$ cat src/mem_sys_params.svh
// memory subsystem parameters
`ifndef MEM_SYS_PARAMS_SVH
`define MEM_SYS_PARAMS_SVH

//////////////////////////////////////////////////////////////////////
// bus widths
//////////////////////////////////////////////////////////////////////

// byte address width on every port
`define MS_ADDR_W 32
// scalar core data width
`define MS_NARROW_W 64
// vector unit and system bus data width
`define MS_WIDE_W 128
// master-side transaction id, system side adds one source bit
`define MS_ID_W 4

// cache-line size seen by the invalidation port
`define MS_LINE_BYTES 16
// core reads in flight through the upsizer
`define MS_MAX_RD 4

`endif

$ cat src/bus_pkg.sv
// request and response bus types
`include "mem_sys_params.svh"

package bus_pkg;

  // core port, one 64-bit beat
  typedef struct packed {
    logic [`MS_ADDR_W-1:0]     addr;
    logic                      we;
    logic [`MS_NARROW_W-1:0]   data;
    logic [`MS_NARROW_W/8-1:0] strb;
    logic [`MS_ID_W-1:0]       id;
  } narrow_req_t;

  typedef struct packed {
    logic [`MS_NARROW_W-1:0] data;
    logic [`MS_ID_W-1:0]     id;
    // set on write acknowledge, clear on read data
    logic                    wack;
  } narrow_rsp_t;

  // vector port and upsizer output
  typedef struct packed {
    logic [`MS_ADDR_W-1:0]   addr;
    logic                    we;
    logic [`MS_WIDE_W-1:0]   data;
    logic [`MS_WIDE_W/8-1:0] strb;
    logic [`MS_ID_W-1:0]     id;
  } wide_req_t;

  typedef struct packed {
    logic [`MS_WIDE_W-1:0] data;
    logic [`MS_ID_W-1:0]   id;
    logic                  wack;
  } wide_rsp_t;

  // system side, id msb names the source master
  typedef struct packed {
    logic [`MS_ADDR_W-1:0]   addr;
    logic                    we;
    logic [`MS_WIDE_W-1:0]   data;
    logic [`MS_WIDE_W/8-1:0] strb;
    logic [`MS_ID_W:0]       id;
  } sys_req_t;

  typedef struct packed {
    logic [`MS_WIDE_W-1:0] data;
    logic [`MS_ID_W:0]     id;
    logic                  wack;
  } sys_rsp_t;

endpackage

$ cat src/coh_pkg.sv
// coherence message types
`include "mem_sys_params.svh"

package coh_pkg;

  // byte offset bits inside one cache line
  localparam int unsigned LINE_OFF_W = $clog2(`MS_LINE_BYTES);

  // address with the line offset dropped
  typedef logic [`MS_ADDR_W-LINE_OFF_W-1:0] line_addr_t;

  // one invalidation request toward the core cache
  typedef struct packed {
    line_addr_t          line;
    // id of the vector write behind it
    logic [`MS_ID_W-1:0] id;
  } inval_t;

endpackage

$ cat src/spill_reg.sv
// two-entry register slice
module spill_reg #(
  parameter type payload_t = logic
) (
  input  logic     clk_i,
  input  logic     rst_n_i,
  input  logic     valid_i,
  output logic     ready_o,
  input  payload_t data_i,
  output logic     valid_o,
  input  logic     ready_i,
  output payload_t data_o
);

  // slot a takes new data, slot b holds the older entry on a stall
  logic     a_full_q;
  logic     b_full_q;
  payload_t a_data_q;
  payload_t b_data_q;
  logic     a_fill;
  logic     a_drain;
  logic     b_fill;
  logic     b_drain;

  assign a_fill  = valid_i && ready_o;
  // a empties whenever b is free, either to the output or into b
  assign a_drain = a_full_q && !b_full_q;
  assign b_fill  = a_drain && !ready_i;
  assign b_drain = b_full_q && ready_i;

  always_ff @(posedge clk_i) begin
    if (!rst_n_i) begin
      a_full_q <= 1'b0;
      b_full_q <= 1'b0;
    end else begin
      if (a_fill || a_drain) begin
        a_full_q <= a_fill;
      end
      if (b_fill || b_drain) begin
        b_full_q <= b_fill;
      end
    end
  end

  // payload slots
  always_ff @(posedge clk_i) begin
    if (a_fill) begin
      a_data_q <= data_i;
    end
    if (b_fill) begin
      b_data_q <= a_data_q;
    end
  end

  // both handshake outputs come from flops only
  assign ready_o = !a_full_q || !b_full_q;
  assign valid_o = a_full_q || b_full_q;
  // b is older and leaves first
  assign data_o  = b_full_q ? b_data_q : a_data_q;

  // a stalled output keeps its payload until taken
  a_stall_stable: assert property (@(posedge clk_i) disable iff (!rst_n_i)
    valid_o && !ready_i |=> valid_o && $stable(data_o));

endmodule

$ cat src/narrow_upsizer.sv
// narrow to wide bus upsizer
`include "mem_sys_params.svh"

module narrow_upsizer (
  input  logic                 clk_i,
  input  logic                 rst_n_i,
  // core side
  input  bus_pkg::narrow_req_t nreq_i,
  input  logic                 nreq_valid_i,
  output logic                 nreq_ready_o,
  output bus_pkg::narrow_rsp_t nrsp_o,
  output logic                 nrsp_valid_o,
  input  logic                 nrsp_ready_i,
  // wide side toward the arbiter
  output bus_pkg::wide_req_t   wreq_o,
  output logic                 wreq_valid_o,
  input  logic                 wreq_ready_i,
  input  bus_pkg::wide_rsp_t   wrsp_i,
  input  logic                 wrsp_valid_i,
  output logic                 wrsp_ready_o
);

  localparam int unsigned NW       = `MS_NARROW_W;
  localparam int unsigned NS       = `MS_NARROW_W / 8;
  localparam int unsigned HALF_BIT = $clog2(NS);
  localparam int unsigned DEPTH    = `MS_MAX_RD;
  localparam int unsigned PTR_W    = (DEPTH > 1) ? $clog2(DEPTH) : 1;

  // in-order queue of read halves
  logic [DEPTH-1:0] half_q;
  logic [PTR_W-1:0] wr_ptr_q;
  logic [PTR_W-1:0] rd_ptr_q;
  logic [PTR_W:0]   cnt_q;
  logic             rd_block;
  logic             push;
  logic             pop;

  //////////////////////////////////////////////////////////////////////
  // request direction
  //////////////////////////////////////////////////////////////////////

  // hold back reads once the queue is full
  assign rd_block     = !nreq_i.we && (cnt_q == (PTR_W + 1)'(DEPTH));
  assign wreq_valid_o = nreq_valid_i && !rd_block;
  assign nreq_ready_o = wreq_ready_i && !rd_block;

  always_comb begin
    wreq_o.addr = nreq_i.addr;
    wreq_o.we   = nreq_i.we;
    wreq_o.id   = nreq_i.id;
    // data lands in both halves, strobe picks the live one
    wreq_o.data = {2{nreq_i.data}};
    if (nreq_i.addr[HALF_BIT]) begin
      wreq_o.strb = {nreq_i.strb, {NS{1'b0}}};
    end else begin
      wreq_o.strb = {{NS{1'b0}}, nreq_i.strb};
    end
  end

  //////////////////////////////////////////////////////////////////////
  // response direction
  //////////////////////////////////////////////////////////////////////

  assign push = nreq_valid_i && nreq_ready_o && !nreq_i.we;
  // only read data pops, write acks carry no half
  assign pop  = wrsp_valid_i && wrsp_ready_o && !wrsp_i.wack;

  assign nrsp_valid_o = wrsp_valid_i;
  assign wrsp_ready_o = nrsp_ready_i;
  assign nrsp_o.id    = wrsp_i.id;
  assign nrsp_o.wack  = wrsp_i.wack;
  assign nrsp_o.data  = half_q[rd_ptr_q] ? wrsp_i.data[2*NW-1:NW] : wrsp_i.data[NW-1:0];

  always_ff @(posedge clk_i) begin
    if (!rst_n_i) begin
      wr_ptr_q <= '0;
      rd_ptr_q <= '0;
      cnt_q    <= '0;
    end else begin
      if (push) begin
        wr_ptr_q <= (wr_ptr_q == PTR_W'(DEPTH - 1)) ? '0 : wr_ptr_q + 1'b1;
      end
      if (pop) begin
        rd_ptr_q <= (rd_ptr_q == PTR_W'(DEPTH - 1)) ? '0 : rd_ptr_q + 1'b1;
      end
      cnt_q <= cnt_q + (PTR_W + 1)'(push) - (PTR_W + 1)'(pop);
    end
  end

  // queue storage
  always_ff @(posedge clk_i) begin
    if (push) begin
      half_q[wr_ptr_q] <= nreq_i.addr[HALF_BIT];
    end
  end

endmodule

$ cat src/inval_filter.sv
// vector write invalidation filter
`include "mem_sys_params.svh"

module inval_filter (
  input  logic               clk_i,
  input  logic               rst_n_i,
  input  logic               coh_en_i,
  // requests from the vector unit
  input  bus_pkg::wide_req_t sreq_i,
  input  logic               sreq_valid_i,
  output logic               sreq_ready_o,
  // requests toward the arbiter
  output bus_pkg::wide_req_t mreq_o,
  output logic               mreq_valid_o,
  input  logic               mreq_ready_i,
  // line invalidations toward the core cache
  output coh_pkg::inval_t    inval_o,
  output logic               inval_valid_o,
  input  logic               inval_ready_i
);

  logic                coh_wr;
  logic                pass;
  logic                inval_hs;
  logic                fwd_hs;
  // invalidation of the held write already taken
  logic                inval_done_q;
  coh_pkg::line_addr_t req_line;
  // line of the last accepted invalidation
  coh_pkg::line_addr_t inval_line_q;

  //////////////////////////////////////////////////////////////////////
  // gating
  //////////////////////////////////////////////////////////////////////

  assign coh_wr   = coh_en_i && sreq_i.we;
  assign req_line = sreq_i.addr[`MS_ADDR_W-1:coh_pkg::LINE_OFF_W];

  // reads and non-coherent writes go straight through
  assign pass = !coh_wr || inval_done_q;

  assign mreq_o       = sreq_i;
  assign mreq_valid_o = sreq_valid_i && pass;
  assign sreq_ready_o = mreq_ready_i && pass;

  // announce the line as soon as the write shows up
  assign inval_valid_o = sreq_valid_i && coh_wr && !inval_done_q;
  assign inval_o.line  = req_line;
  assign inval_o.id    = sreq_i.id;

  assign inval_hs = inval_valid_o && inval_ready_i;
  assign fwd_hs   = mreq_valid_o && mreq_ready_i;

  always_ff @(posedge clk_i) begin
    if (!rst_n_i) begin
      inval_done_q <= 1'b0;
    end else if (fwd_hs) begin
      // cleared once the write leaves
      inval_done_q <= 1'b0;
    end else if (inval_hs) begin
      inval_done_q <= 1'b1;
    end
  end

  always_ff @(posedge clk_i) begin
    if (inval_hs) begin
      inval_line_q <= req_line;
    end
  end

  //////////////////////////////////////////////////////////////////////
  // checks
  //////////////////////////////////////////////////////////////////////

  // a coherent write leaves only after its own line was invalidated
  a_inval_first: assert property (@(posedge clk_i) disable iff (!rst_n_i)
    fwd_hs && coh_wr |-> inval_done_q && (inval_line_q == req_line));

endmodule

$ cat src/bus_arbiter.sv
// round-robin system bus arbiter
`include "mem_sys_params.svh"

module bus_arbiter (
  input  logic               clk_i,
  input  logic               rst_n_i,
  // master 0, the upsized core path
  input  bus_pkg::wide_req_t m0_req_i,
  input  logic               m0_req_valid_i,
  output logic               m0_req_ready_o,
  output bus_pkg::wide_rsp_t m0_rsp_o,
  output logic               m0_rsp_valid_o,
  input  logic               m0_rsp_ready_i,
  // master 1, the filtered vector path
  input  bus_pkg::wide_req_t m1_req_i,
  input  logic               m1_req_valid_i,
  output logic               m1_req_ready_o,
  output bus_pkg::wide_rsp_t m1_rsp_o,
  output logic               m1_rsp_valid_o,
  input  logic               m1_rsp_ready_i,
  // system bus
  output bus_pkg::sys_req_t  sys_req_o,
  output logic               sys_req_valid_o,
  input  logic               sys_req_ready_i,
  input  bus_pkg::sys_rsp_t  sys_rsp_i,
  input  logic               sys_rsp_valid_i,
  output logic               sys_rsp_ready_o
);

  // outstanding counter width per master
  localparam int unsigned OUT_W = 8;

  logic                  sel;
  // last granted master
  logic                  rr_q;
  logic                  arb_valid;
  logic                  arb_ready;
  bus_pkg::wide_req_t    arb_src;
  bus_pkg::sys_req_t     arb_req;
  bus_pkg::sys_rsp_t     rsp_q;
  bus_pkg::wide_rsp_t    rsp_strip;
  logic                  rsp_valid;
  logic                  rsp_ready;
  logic                  rsp_src;
  logic [1:0]            req_hs;
  logic [1:0]            rsp_hs;
  logic [1:0][OUT_W-1:0] out_cnt_q;

  //////////////////////////////////////////////////////////////////////
  // request path
  //////////////////////////////////////////////////////////////////////

  // m1 wins when alone or when m0 went last
  assign sel       = m1_req_valid_i && (!m0_req_valid_i || !rr_q);
  assign arb_valid = m0_req_valid_i || m1_req_valid_i;
  assign arb_src   = sel ? m1_req_i : m0_req_i;

  assign m0_req_ready_o = arb_ready && !sel;
  assign m1_req_ready_o = arb_ready && sel;

  always_comb begin
    arb_req.addr = arb_src.addr;
    arb_req.we   = arb_src.we;
    arb_req.data = arb_src.data;
    arb_req.strb = arb_src.strb;
    // source bit on top of the master id
    arb_req.id   = {sel, arb_src.id};
  end

  assign req_hs = {m1_req_valid_i && m1_req_ready_o, m0_req_valid_i && m0_req_ready_o};

  always_ff @(posedge clk_i) begin
    if (!rst_n_i) begin
      rr_q <= 1'b1;
    end else if (arb_valid && arb_ready) begin
      rr_q <= sel;
    end
  end

  spill_reg #(
    .payload_t (bus_pkg::sys_req_t)
  ) u_req_spill (
    .clk_i   (clk_i),
    .rst_n_i (rst_n_i),
    .valid_i (arb_valid),
    .ready_o (arb_ready),
    .data_i  (arb_req),
    .valid_o (sys_req_valid_o),
    .ready_i (sys_req_ready_i),
    .data_o  (sys_req_o)
  );

  //////////////////////////////////////////////////////////////////////
  // response path
  //////////////////////////////////////////////////////////////////////

  spill_reg #(
    .payload_t (bus_pkg::sys_rsp_t)
  ) u_rsp_spill (
    .clk_i   (clk_i),
    .rst_n_i (rst_n_i),
    .valid_i (sys_rsp_valid_i),
    .ready_o (sys_rsp_ready_o),
    .data_i  (sys_rsp_i),
    .valid_o (rsp_valid),
    .ready_i (rsp_ready),
    .data_o  (rsp_q)
  );

  // steer by the source bit, then drop it
  assign rsp_src        = rsp_q.id[`MS_ID_W];
  assign rsp_strip.data = rsp_q.data;
  assign rsp_strip.id   = rsp_q.id[`MS_ID_W-1:0];
  assign rsp_strip.wack = rsp_q.wack;

  assign m0_rsp_o       = rsp_strip;
  assign m1_rsp_o       = rsp_strip;
  assign m0_rsp_valid_o = rsp_valid && !rsp_src;
  assign m1_rsp_valid_o = rsp_valid && rsp_src;
  assign rsp_ready      = rsp_src ? m1_rsp_ready_i : m0_rsp_ready_i;

  //////////////////////////////////////////////////////////////////////
  // outstanding bookkeeping
  //////////////////////////////////////////////////////////////////////

  assign rsp_hs[0] = sys_rsp_valid_i && sys_rsp_ready_o && !sys_rsp_i.id[`MS_ID_W];
  assign rsp_hs[1] = sys_rsp_valid_i && sys_rsp_ready_o && sys_rsp_i.id[`MS_ID_W];

  always_ff @(posedge clk_i) begin
    if (!rst_n_i) begin
      out_cnt_q <= '0;
    end else begin
      for (int i = 0; i < 2; i++) begin
        out_cnt_q[i] <= out_cnt_q[i] + OUT_W'(req_hs[i]) - OUT_W'(rsp_hs[i]);
      end
    end
  end

  // system responses only for masters still waiting
  a_rsp_src_known: assert property (@(posedge clk_i) disable iff (!rst_n_i)
    sys_rsp_valid_i && sys_rsp_ready_o |-> out_cnt_q[sys_rsp_i.id[`MS_ID_W]] != '0);

endmodule

$ cat src/mem_system_top.sv
// memory subsystem top level
module mem_system_top (
  input  logic                 clk_i,
  input  logic                 rst_n_i,
  input  logic                 coh_en_i,
  // scalar core
  input  bus_pkg::narrow_req_t core_req_i,
  input  logic                 core_req_valid_i,
  output logic                 core_req_ready_o,
  output bus_pkg::narrow_rsp_t core_rsp_o,
  output logic                 core_rsp_valid_o,
  input  logic                 core_rsp_ready_i,
  // vector unit
  input  bus_pkg::wide_req_t   vec_req_i,
  input  logic                 vec_req_valid_i,
  output logic                 vec_req_ready_o,
  output bus_pkg::wide_rsp_t   vec_rsp_o,
  output logic                 vec_rsp_valid_o,
  input  logic                 vec_rsp_ready_i,
  // system bus
  output bus_pkg::sys_req_t    sys_req_o,
  output logic                 sys_req_valid_o,
  input  logic                 sys_req_ready_i,
  input  bus_pkg::sys_rsp_t    sys_rsp_i,
  input  logic                 sys_rsp_valid_i,
  output logic                 sys_rsp_ready_o,
  // line invalidations
  output coh_pkg::inval_t      inval_o,
  output logic                 inval_valid_o,
  input  logic                 inval_ready_i
);

  // upsized core path, arbiter port 0
  bus_pkg::wide_req_t up_req;
  logic               up_req_valid;
  logic               up_req_ready;
  bus_pkg::wide_rsp_t up_rsp;
  logic               up_rsp_valid;
  logic               up_rsp_ready;
  // filtered vector path, arbiter port 1
  bus_pkg::wide_req_t flt_req;
  logic               flt_req_valid;
  logic               flt_req_ready;

  narrow_upsizer u_narrow_upsizer (
    .clk_i        (clk_i),
    .rst_n_i      (rst_n_i),
    .nreq_i       (core_req_i),
    .nreq_valid_i (core_req_valid_i),
    .nreq_ready_o (core_req_ready_o),
    .nrsp_o       (core_rsp_o),
    .nrsp_valid_o (core_rsp_valid_o),
    .nrsp_ready_i (core_rsp_ready_i),
    .wreq_o       (up_req),
    .wreq_valid_o (up_req_valid),
    .wreq_ready_i (up_req_ready),
    .wrsp_i       (up_rsp),
    .wrsp_valid_i (up_rsp_valid),
    .wrsp_ready_o (up_rsp_ready)
  );

  inval_filter u_inval_filter (
    .clk_i         (clk_i),
    .rst_n_i       (rst_n_i),
    .coh_en_i      (coh_en_i),
    .sreq_i        (vec_req_i),
    .sreq_valid_i  (vec_req_valid_i),
    .sreq_ready_o  (vec_req_ready_o),
    .mreq_o        (flt_req),
    .mreq_valid_o  (flt_req_valid),
    .mreq_ready_i  (flt_req_ready),
    .inval_o       (inval_o),
    .inval_valid_o (inval_valid_o),
    .inval_ready_i (inval_ready_i)
  );

  // vector responses go back untouched
  bus_arbiter u_bus_arbiter (
    .clk_i           (clk_i),
    .rst_n_i         (rst_n_i),
    .m0_req_i        (up_req),
    .m0_req_valid_i  (up_req_valid),
    .m0_req_ready_o  (up_req_ready),
    .m0_rsp_o        (up_rsp),
    .m0_rsp_valid_o  (up_rsp_valid),
    .m0_rsp_ready_i  (up_rsp_ready),
    .m1_req_i        (flt_req),
    .m1_req_valid_i  (flt_req_valid),
    .m1_req_ready_o  (flt_req_ready),
    .m1_rsp_o        (vec_rsp_o),
    .m1_rsp_valid_o  (vec_rsp_valid_o),
    .m1_rsp_ready_i  (vec_rsp_ready_i),
    .sys_req_o       (sys_req_o),
    .sys_req_valid_o (sys_req_valid_o),
    .sys_req_ready_i (sys_req_ready_i),
    .sys_rsp_i       (sys_rsp_i),
    .sys_rsp_valid_i (sys_rsp_valid_i),
    .sys_rsp_ready_o (sys_rsp_ready_o)
  );

endmodule

$ cat config.mk
export PLATFORM = sky130hd
export DESIGN_NAME = mem_system_top
export DESIGN_NICKNAME = d
export VERILOG_FILES = /design/src/bus_pkg.sv /design/src/coh_pkg.sv /design/src/spill_reg.sv /design/src/narrow_upsizer.sv /design/src/inval_filter.sv /design/src/bus_arbiter.sv /design/src/mem_system_top.sv
export VERILOG_INCLUDE_DIRS = /design/src
export SDC_FILE = /design/constraint.sdc
export NUM_CORES = 1
export LEC_CHECK = 0
export BUFFER_PORTS_ARGS = -buffer_cell sky130_fd_sc_hd__buf_4
export CAP_MARGIN = 20
export CORE_AREA = 2 2 333 335
export CTS_BUF_LIST = sky130_fd_sc_hd__clkbuf_8 sky130_fd_sc_hd__clkbuf_16
export CTS_CLUSTER_DIAMETER = 40
export DETAILED_ROUTE_END_ITERATION = 8
export DIE_AREA = 0 0 335 337
export MAX_ROUTING_LAYER = met4
export SKIP_CTS_REPAIR_TIMING = 1
export SLEW_MARGIN = 15
export SYNTH_ARGS = -nofsm -noshare
export SYNTH_HDL_FRONTEND = slang
export SYNTH_SLANG_ARGS = --single-unit
$ cat constraint.sdc
create_clock -name clk_i -period 25.2 [get_ports clk_i]
set_clock_uncertainty 0.1 [all_clocks]
set_input_delay 5.04 -clock clk_i [delete_from_list [all_inputs] [get_ports clk_i]]
set_output_delay 5.04 -clock clk_i [all_outputs]
set_load 0.1 [all_outputs]
==> metrics, run 1 <==
Ports=857; Worst slew margin=0.3638; WS Path Type=in -> out; Synth async-reset ratio=0; dpl ws=about 13 ns; Cells after Synth=around 1600; drt wl/cell=about 22 um; worst slew pin tran=between 0.9 and 1 ns; critical path arrival=between 6 and 7 ns; Seq pwr share=0.355; Core Area=approximately 110000 um2; H-tree Lvls=3; reg2reg setup slack=between 20 and 25 ns; critical path's slowest cell=buf_4; CP peak stage delay=~0.38 ns; Die X-Extent=between 300 and 400 um; Comb pwr share=0.257; Sink Count=between 600 and 700; Worst-Skew Late Latency=between 0.6 and 0.7 ns; Req. time, crit path=20.06 ns; Peak VDD IR=roughly 64 uV; PnR worst setup slack=between 10 and 15 ns; Site Rows=~120; Pint=roughly 2.4 mW; CP Launch Type=input pin; global-route wire length before repair=118400 um; Synth cell types=43; vias in the first global route=16870; final-report hold violation count=0; port bufs=between 800 and 900; RSZ-0062 raised after global routing=no; layout cells sized above 1=0.5686; Detailed Place HPWL=approximately 65000 um; starting density of the core=0.2479; Clock transition at path regs=0.06 ns; CTS tree=done; Die Span Y=337 um; largest net degree at the start of global routing=approximately 140; 1st-iter DRT viols=927; antenna violations before repair=18; status=completed; MaxCap Viol Count=0; sequential area share after synthesis=0.7126; leakage=approximately 15 nW; grt total ovfl=0; destination of the worst hold path=u_bus_arbiter.u_rsp_spill.b_data_q[42]$_DFFE_PP_; crit path time final=~12 ns; via count=roughly 17000; Layout fillers=about 11000; most frequent cell on the critical path=buf_4; Detailed Route WL=86880 um; setup_tns=0 ns; sw frac=0.3553; synthesis-to-layout area growth=41.73%; critical-path cell list=buf_4, nor4b_2, o211ai_1, buf_12, buf_4, nor2_1, buf_4; Finish-stage setup viols=0; Hold WC Path Type=reg -> reg; Post-Syn Nets=slightly above 2000; Clock Path Buffers=3; Worst Setup End Kind=output port; synthesized flop and latch total=~650; post-synth top area share=0.7030; Pre-Repair DR Iteration Count=5; clock power share=0.388; Crit path buffers/inverters=4; P_sw=between 1 and 1.5 mW; Fmax=between 80 and 90 MHz; family with the most delay on the worst path=buffers and inverters; ys flop type=edfxtp_1; Post-layout nets=2936; Post-synth EDFFs=between 600 and 700; synthesized area=27170 um2; Power Dens Cells=approximately 97 nW/um2; largest area contributor in the synthesized netlist=edfxtp_1; hold path start=u_bus_arbiter.u_rsp_spill.a_data_q[42]$_DFFE_PP_; Worst Reg-to-Reg Cells=12; DIE AREA=between 100000 and 150000 um2; Vias/cell=~4.2; Total Routing Usage GR=0.1498; synth top area cells=edfxtp_1 (70%), mux2_2 (14%), mux2_4 (3.3%); reg2reg end=u_narrow_upsizer.cnt_q[2]$_SDFF_PN0_; post-route ant nets=0; drt drc=0; Yosys warnings=0; CTS Root Cell=clkbuf_16; critical-path maximum fanout=roughly 140; reg2reg start=u_bus_arbiter.u_rsp_spill.b_full_q$_SDFFE_PN0P_; Final period util=0.4791; TritonCTS Buffers=104; Hold Crit Depth=0; GPL Wtd Cong=roughly 0.84; Worst path depth=7; Max Slew Vio Count=0; mean post-synth cell area=~17 um2
-- cell usage in the layout (no fill, tap or decap), types with 5 or more instances in the layout --
cell,synthesis,routed
and2_1,7,6
buf_4,37,874
bufinv_16,0,12
clkbuf_16,0,104
clkinv_1,0,12
clkinv_16,0,5
clkinv_2,0,12
clkinv_4,0,9
clkinvlp_4,0,11
dfxtp_1,13,11
diode_2,0,12
edfxtp_1,636,636
ha_1,7,7
inv_1,155,163
inv_6,0,12
mux2_1,7,7
mux2_2,348,348
mux2_4,60,60
mux2i_1,6,6
nand2_1,76,76
nand3_1,9,9
nand3b_1,9,9
nor2_1,7,7
o21ai_0,140,140
-- stage by stage --
step	power, mW	area [um2]	hold WS [ns]	util	cells
2_1_floorplan	2.084	27170	0.3222	-	1623
3_3_place_gp	2.308	34830	0.3233	0.3178	3813
3_5_place_dp	2.316	34860	0.3313	0.3181	3814
4_1_cts	3.779	38470	0.3224	0.3510	4006
5_1_grt	3.854	38500	0.3414	0.3513	4016
6_report	3.739	38500	0.3198	0.3513	4018
-- routing by layer --
layer | share of wire | GRT usage
met3 | 0.086 | 0.05107
met2 | 0.48 | 0.2372
met5 | 0 | -
met1 | 0.40 | 0.1724
met4 | 0.039 | 0.06574
-- synth_stat cells (2+ instances only) --
| cell | number |
|---|---|
| nor2b_1 | 2 |
| or3_1 | 2 |
| clkbuf_1 | 21 |
| buf_12 | 6 |
| mux2_4 | 60 |
| a21oi_1 | 2 |
| buf_4 | 37 |
| buf_6 | 7 |
| dfxtp_1 | 13 |
| nand3_1 | 9 |
| mux2_2 | 348 |
| nor3_1 | 2 |
| mux2i_1 | 6 |
| o21ai_0 | 140 |
| buf_2 | 40 |
| and2_1 | 7 |
| edfxtp_1 | 636 |
| mux2_1 | 7 |
| nand3b_1 | 9 |
| inv_1 | 155 |
| o21ai_1 | 4 |
| nor3b_1 | 2 |
| ha_1 | 7 |
| nor2_1 | 7 |
| nand2_1 | 76 |
-- flip-flops by register name, summed over array words and instances (netlist names), 2 cells and up --
name	cells
u_bus_arbiter.u_req_spill.a_data_q	182
u_bus_arbiter.u_req_spill.b_data_q	182
u_bus_arbiter.u_rsp_spill.a_data_q	134
u_bus_arbiter.u_rsp_spill.b_data_q	134
u_narrow_upsizer.cnt_q	3
u_narrow_upsizer.half_q	4
u_narrow_upsizer.rd_ptr_q	2
u_narrow_upsizer.wr_ptr_q	2
-- cell families (layout without fill, tap and decap cells) --
logic type,after synthesis,count (layout),share of synthesized area
other,0,12,0
xor gates and xnor gates,2,2,0.0006449
adders and majority gates,8,8,0.003961
DFF,649,649,0.7126
muxes,422,422,0.1833
AOI/OAI and AO/OA,154,154,0.02943
and+or+nand+nor,121,121,0.02068
buffers and inverters,267,1224,0.04937
-- cell type report --
| cell class | instances | area [um2] | area share |
|---|---|---|---|
| repair buffers | 877 | 6629 | 0.1722 |
| multi-input cells | 707 | 6501 | 0.1688 |
| diodes | 12 | 30.03 | 0.0007799 |
| flip-flops and latches | 649 | 19370 | 0.5030 |
| clock buffers | 104 | 2603 | 0.06759 |
| well taps | 1426 | 1784 | 0.04634 |
| inverters | 155 | 581.8 | 0.01511 |
| clock inverters | 88 | 1010 | 0.02622 |
-- worst max path at each step --
stage,from,endpoint,slack [ns]
6_report,core_req_i[76],vec_req_ready_o,13.13
5_1_grt,vec_req_i[148],vec_req_ready_o,12.91
4_1_cts,core_req_i[76],vec_req_ready_o,13.02
3_5_place_dp,vec_req_i[148],vec_req_ready_o,13.00
3_3_place_gp,core_req_i[76],vec_req_ready_o,13.07
2_1_floorplan,sys_req_ready_i,u_bus_arbiter.u_req_spill.b_data_q[0]$_DFFE_PP_,6.03
-- power by group through the flow --
stage | Sequential, mW | Clock (mW) | Combinational, mW
after floorplan | 1.35 | 0 | 0.731
after global placement | 1.34 | 0 | 0.967
after detailed placement | 1.35 | 0 | 0.969
after CTS | 1.33 | 1.48 | 0.971
after global routing | 1.33 | 1.53 | 0.992
final | 1.33 | 1.45 | 0.962
-- worst register-to-register path, cell delays in order, from the launching register on --
cell      delay (ns)
dfxtp_4         0.51
buf_4           0.81
nand2b_1        0.30
o22ai_1         0.14
and3_1          0.27
ha_1            0.32
inv_1           0.06
ha_1            0.14
inv_1           0.06
fa_1            0.40
xor2_1          0.17
xnor2_1         0.13
nor2_1          0.05
(Power assumes the default switching activity.)
==> inputs of run 2 (changes only) <==
--- a/config.mk
+++ b/config.mk
@@ -8,11 +8,11 @@
 export LEC_CHECK = 0
 export BUFFER_PORTS_ARGS = -buffer_cell sky130_fd_sc_hd__buf_4
 export CAP_MARGIN = 20
-export CORE_AREA = 2 2 333 335
+export CORE_AREA = 2 2 330 332
 export CTS_BUF_LIST = sky130_fd_sc_hd__clkbuf_8 sky130_fd_sc_hd__clkbuf_16
 export CTS_CLUSTER_DIAMETER = 40
 export DETAILED_ROUTE_END_ITERATION = 8
-export DIE_AREA = 0 0 335 337
+export DIE_AREA = 0 0 332 334
 export MAX_ROUTING_LAYER = met4
 export SKIP_CTS_REPAIR_TIMING = 1
 export SLEW_MARGIN = 15
==> constraint.sdc (replaced) <==
create_clock -name clk_i -period 10.5 [get_ports clk_i]
set_clock_uncertainty 0.1 [all_clocks]
set_input_delay 2.1 -clock clk_i [delete_from_list [all_inputs] [get_ports clk_i]]
set_output_delay 2.1 -clock clk_i [all_outputs]
set_load 0.1 [all_outputs]
==> metrics, run 2 (synthesis gave the netlist of run 1 again) <==
status=completed; Finished Layout Cells=3996 (-0.55%); Die Span Y=334 um (-0.89%); Clock transition at path regs=0.05 ns (about the same); Req. time, crit path=8.30 ns (-11.76 ns); WHS=0.3280 ns (+0.008162 ns); Worst Reg-to-Reg Cells=12 (unchanged); CTS tree=done; post-route ant nets=0 (unchanged); dpl ws=4.525 ns (-8.475 ns); DIE AREA=110900 um2 (-1.8%); worst slew pin tran=1.102 ns (+0.1477 ns); Pre-Repair DR Iteration Count=5 (unchanged); Die X-Extent=332 um (-0.90%); Peak VDD IR=127.2 uV (+99%); Power Total=8.852 mW (+140%); CP Launch Type=input pin; Detailed Place HPWL=62680 um (-2.9%); Detailed Route WL=85930 um (-1.1%); Hold Crit Depth=0 (unchanged); most frequent cells in the layout=buf_4 (866), edfxtp_1 (636), mux2_2 (348); critical path arrival=3.60 ns (-3.33 ns); global-route wire length before repair=120600 um (+1.8%); leakage=15.38 nW (-0.59%); RSZ-0062 raised after global routing=no; TritonCTS Buffers=102 (-1.9%); drt wl/cell=21.50 um (-0.55%); Sink Count=649 (unchanged); via count=16840 (-1.1%); critical-path maximum fanout=151 (+7.1%); antenna violations before repair=15 (-3); MaxCap Viol Count=0 (unchanged); Worst-Skew Late Latency=0.65 ns (-0.04 ns); Clock Path Buffers=3 (unchanged); Worst slew margin=0.2653 (-0.09845); vias in the first global route=17300 (+2.5%); Vias/cell=4.215 (-0.59%); largest net degree at the start of global routing=152 (+7.0%); port bufs=856 (unchanged); Regs by FF count=u_bus_arbiter.u_req_spill.a_data_q (182), u_bus_arbiter.u_req_spill.b_data_q (182); Final Core Density=0.3553 (+0.004008); GPL Wtd Cong=0.8466 (+1.1%); placed instance count=3795 (-0.50%); CTS Root Cell=clkbuf_16; drt drc=0 (unchanged); starting density of the core=0.2520 (+0.004155); Hold WC Path Type=reg -> reg; Final Instance Area=38300 um2 (-0.53%); PnR worst setup slack=4.702 ns (-8.425 ns); grt total ovfl=0 (unchanged); Final period util=0.5522; crit path time final=between 5 and 6 ns; final-report hold violation count=0 (unchanged); Site Rows=121 (-0.82%); 1st-iter DRT viols=998 (+7.7%); setup_tns=0 ns (unchanged); most common cell after layout, fill and taps aside=buf_4; placed cell areas=34810 um2 (-0.16%); H-tree Lvls=3 (unchanged); Max Slew Vio Count=0 (unchanged); Ports=857 (unchanged); Total Routing Usage GR=0.1534 (+0.003548); synthesis-to-layout area growth=40.98%; layout cells sized above 1=0.5630 (-0.005570); Core Area=107800 um2 (-1.6%); Worst Setup End Kind=output port; Finish-stage setup viols=0 (unchanged); WS Path Type=in -> out; Post-layout nets=2927 (-0.31%); Power Dens Cells=231.1 nW/um2 (+140%); Fmax=172.5 MHz
run 2: cell types whose count changed in the layout (fill, tap and decap cells not counted), sizes merged:
cell	change
clkinv	-1
buf	-7
clkbuf	-2
run 2: metal layers:
| layer | track usage | vias up | part of all wire |
|---|---|---|---|
| li1 | - | 7742 | - |
| met1 | 0.1692 | 8277 | 0.38 |
| met2 | 0.2441 | 687 | 0.48 |
| met3 | 0.06419 | 137 | 0.10 |
| met4 | 0.06373 | 0 | 0.034 |
| met5 | - | - | 0 |
run 2: worst paths after layout:
path                                                        to  slack, ns                                               from
min          u_bus_arbiter.u_rsp_spill.b_data_q[122]$_DFFE_PP_       0.33  u_bus_arbiter.u_rsp_spill.a_data_q[122]$_DFFE_PP_
max                                            vec_req_ready_o       4.70                                     core_req_i[76]
max reg2reg               u_narrow_upsizer.cnt_q[2]$_SDFF_PN0_       6.83    u_bus_arbiter.u_rsp_spill.b_full_q$_SDFFE_PN0P_
min reg2reg  u_bus_arbiter.u_rsp_spill.b_data_q[122]$_DFFE_PP_       0.33  u_bus_arbiter.u_rsp_spill.a_data_q[122]$_DFFE_PP_
run 2: layout make-up:
cell class                 instances  area (um2)
timing repair buffer             870        6581
clock inverter                    87       913.4
tap                             1414        1769
clock buffer                     102        2552
sequential                       649       19370
antenna                           12       30.03
fill                           10450       69490
multi-input combinational        707        6507
inverter                         155       581.8
run 2: power by group:
part,total [mW],switching [mW],internal (mW),leakage [nW]
logic,2.29,1.75,0.535,7.46
registers,3.19,0.0842,3.10,6.22
clock network,3.37,1.28,2.09,1.70
run 2: critical path: stages:
cell	delay, ns
buf_4	0.13
nor4b_2	0.37
o211ai_1	0.21
buf_12	0.21
nor2_1	0.20
buf_4	0.32
==> inputs of run 3 (changes only) <==
==> constraint.sdc (replaced) <==
create_clock -name clk_i -period 5.3 [get_ports clk_i]
set_clock_uncertainty 0.1 [all_clocks]
set_input_delay 1.06 -clock clk_i [delete_from_list [all_inputs] [get_ports clk_i]]
set_output_delay 1.06 -clock clk_i [all_outputs]
set_load 0.1 [all_outputs]
==> metrics, run 3 (synthesis gave the netlist of run 1 again) <==
status=completed; via count=17070 (+1.4%); critical-path cell list=mux4_4, buf_4, mux2_4, buf_4; Worst Setup End Kind=output port; final-report hold violation count=0 (unchanged); vias in the first global route=17210 (-0.52%); critical path arrival=3.17 ns (-0.43 ns); critical path's slowest cell=mux4_4; Final period util=0.8168; DIE AREA=110900 um2 (unchanged); Hold WC Path Type=reg -> reg; Req. time, crit path=4.14 ns (-4.16 ns); Seq. cell area=19370 um2 (unchanged); Finish-stage setup viols=0 (unchanged); Die X-Extent=332 um (unchanged); Final Core Density=0.3587 (+0.003390); most frequent cell on the critical path=buf_4; starting density of the core=0.2520 (unchanged); Core Area=107800 um2 (unchanged); drt drc=0 (unchanged); Total Routing Usage GR=0.1551 (+0.001725); worst slew pin tran=1.032 ns (-0.06990 ns); Pre-Repair DR Iteration Count=5 (unchanged); Site Rows=121 (unchanged); critical-path maximum fanout=43 (-72%); placed instance count=3819 (+0.63%); WS Path Type=reg -> out; Max Slew Vio Count=0 (unchanged); CP Launch Type=flip-flop; synthesis-to-layout area growth=42.33%; antenna violations before repair=22 (+7); CP peak stage delay=1.08 ns (+0.71 ns); crit path time final=between 4 and 5 ns; Die Span Y=334 um (unchanged); grt total ovfl=0 (unchanged); largest net degree at the start of global routing=87 (-43%); 1st-iter DRT viols=1071 (+7.3%); Worst-Skew Late Latency=0.67 ns (+0.02 ns); Detailed Place HPWL=65350 um (+4.3%); Clock Path Buffers=3 (unchanged); Power Dens Cells=460.0 nW/um2 (+99%); Clock transition at path regs=0.05 ns (about the same); Finished Layout Cells=4028 (+0.80%); Worst Reg-to-Reg Cells=10 (-2); layout cells sized above 1=0.5720 (+0.008999); Worst slew margin=0.3119 (+0.04660); Vias/cell=4.239 (+0.56%); Peak VDD IR=258.2 uV (+100%); Hold Crit Depth=0 (unchanged); global-route wire length before repair=121000 um (+0.36%); Layout fillers=10430 (-0.24%); Post-layout nets=2951 (+0.82%); Detailed Route WL=86970 um (+1.2%); Power Total=17.79 mW (+100%); Fmax=roughly 230 MHz; post-route ant nets=0 (unchanged); port bufs=856 (unchanged); Ports=857 (unchanged); Sink Count=649 (unchanged); RSZ-0062 raised after global routing=no; most common cell after layout, fill and taps aside=buf_4; Multi-input gate area=6507 um2 (unchanged); H-tree Lvls=3 (unchanged); drt wl/cell=21.59 um (+0.42%); leakage=15.58 nW (+1.3%); Regs by FF count=u_bus_arbiter.u_req_spill.a_data_q (182), u_bus_arbiter.u_req_spill.b_data_q (182); CTS Root Cell=clkbuf_16; MaxCap Viol Count=0 (unchanged); TritonCTS Buffers=102 (unchanged); most frequent cells in the layout=buf_4 (885), edfxtp_1 (636), mux2_2 (348); GPL Wtd Cong=0.8351 (-1.4%); CTS tree=done
==> run 3: cell count changes in the layout (fill, tap and decap cells not counted), sizes merged <==
cell      previous run  this run
buf                870       894
bufinv              12        15
clkbuf             102       103
clkinv              39        37
clkinvlp            11         9
diode               12        18
inv                180       182
==> run 3: layout make-up <==
class / instances / share of cell area
Antenna cell: 18 / 0.001165
Clock buffer: 103 / 0.06666
Clock inverter: 88 / 0.02589
Inverter: 155 / 0.01505
Multi-Input combinational cell: 707 / 0.1683
Sequential cell: 649 / 0.5008
Tap cell: 1414 / 0.04575
Timing Repair Buffer: 894 / 0.1764
==> run 3: path summary, 6_finish.rpt <==
kind / startpoint / to / slack [ns]
setup / recovery: u_narrow_upsizer.rd_ptr_q[0]$_SDFFE_PN0P_ / core_rsp_o[53] / 0.97
hold / removal: u_bus_arbiter.u_rsp_spill.a_data_q[58]$_DFFE_PP_ / u_bus_arbiter.u_rsp_spill.b_data_q[58]$_DFFE_PP_ / 0.32
setup reg to reg: u_bus_arbiter.u_req_spill.b_full_q$_SDFFE_PN0P_ / u_narrow_upsizer.cnt_q[2]$_SDFF_PN0_ / 2.19
hold reg to reg: u_bus_arbiter.u_rsp_spill.a_data_q[58]$_DFFE_PP_ / u_bus_arbiter.u_rsp_spill.b_data_q[58]$_DFFE_PP_ / 0.32
==> run 3: critical path: cells and delay by family, from the launching register on <==
family / cells / cell delay (ns)
multiplexers: 2 / 1.40
buffers and inverters: 2 / 0.64
flip-flops: 1 / 0.39
==> run 3: per-layer routing <==
layer / GRT usage / wire length [um] / up-vias
met3: 0.05822 / 8036 / 121
met4: 0.06132 / 2632 / 0
li1: - / - / 7828
met1: 0.1758 / 34200 / 8411
met2: 0.2478 / 42100 / 713
met5: - / 0 / -
==> run 3: where the power goes <==
| part | total, mW | switching (mW) | internal, mW | leakage, nW |
|---|---|---|---|---|
| sequential | 6.31 | 0.164 | 6.15 | 6.22 |
| combinational | 4.57 | 3.49 | 1.08 | 7.60 |
| clock | 6.90 | 2.57 | 4.34 | 1.76 |
| total | 17.8 | 6.22 | 11.6 | 15.6 |
==> run 3: per-stage QoR <==
step	instance area, um2	hold WS (ns)	setup slack (ns)	TNS (ns)
6_report	38670	0.3163	0.9710	0
5_1_grt	38660	0.3242	0.8637	0
4_1_cts	38620	0.3186	0.9196	0
3_5_place_dp	35040	0.3302	1.650	0
3_3_place_gp	35030	0.3232	1.642	0
2_1_floorplan	27200	0.3222	-0.8505	-154.79
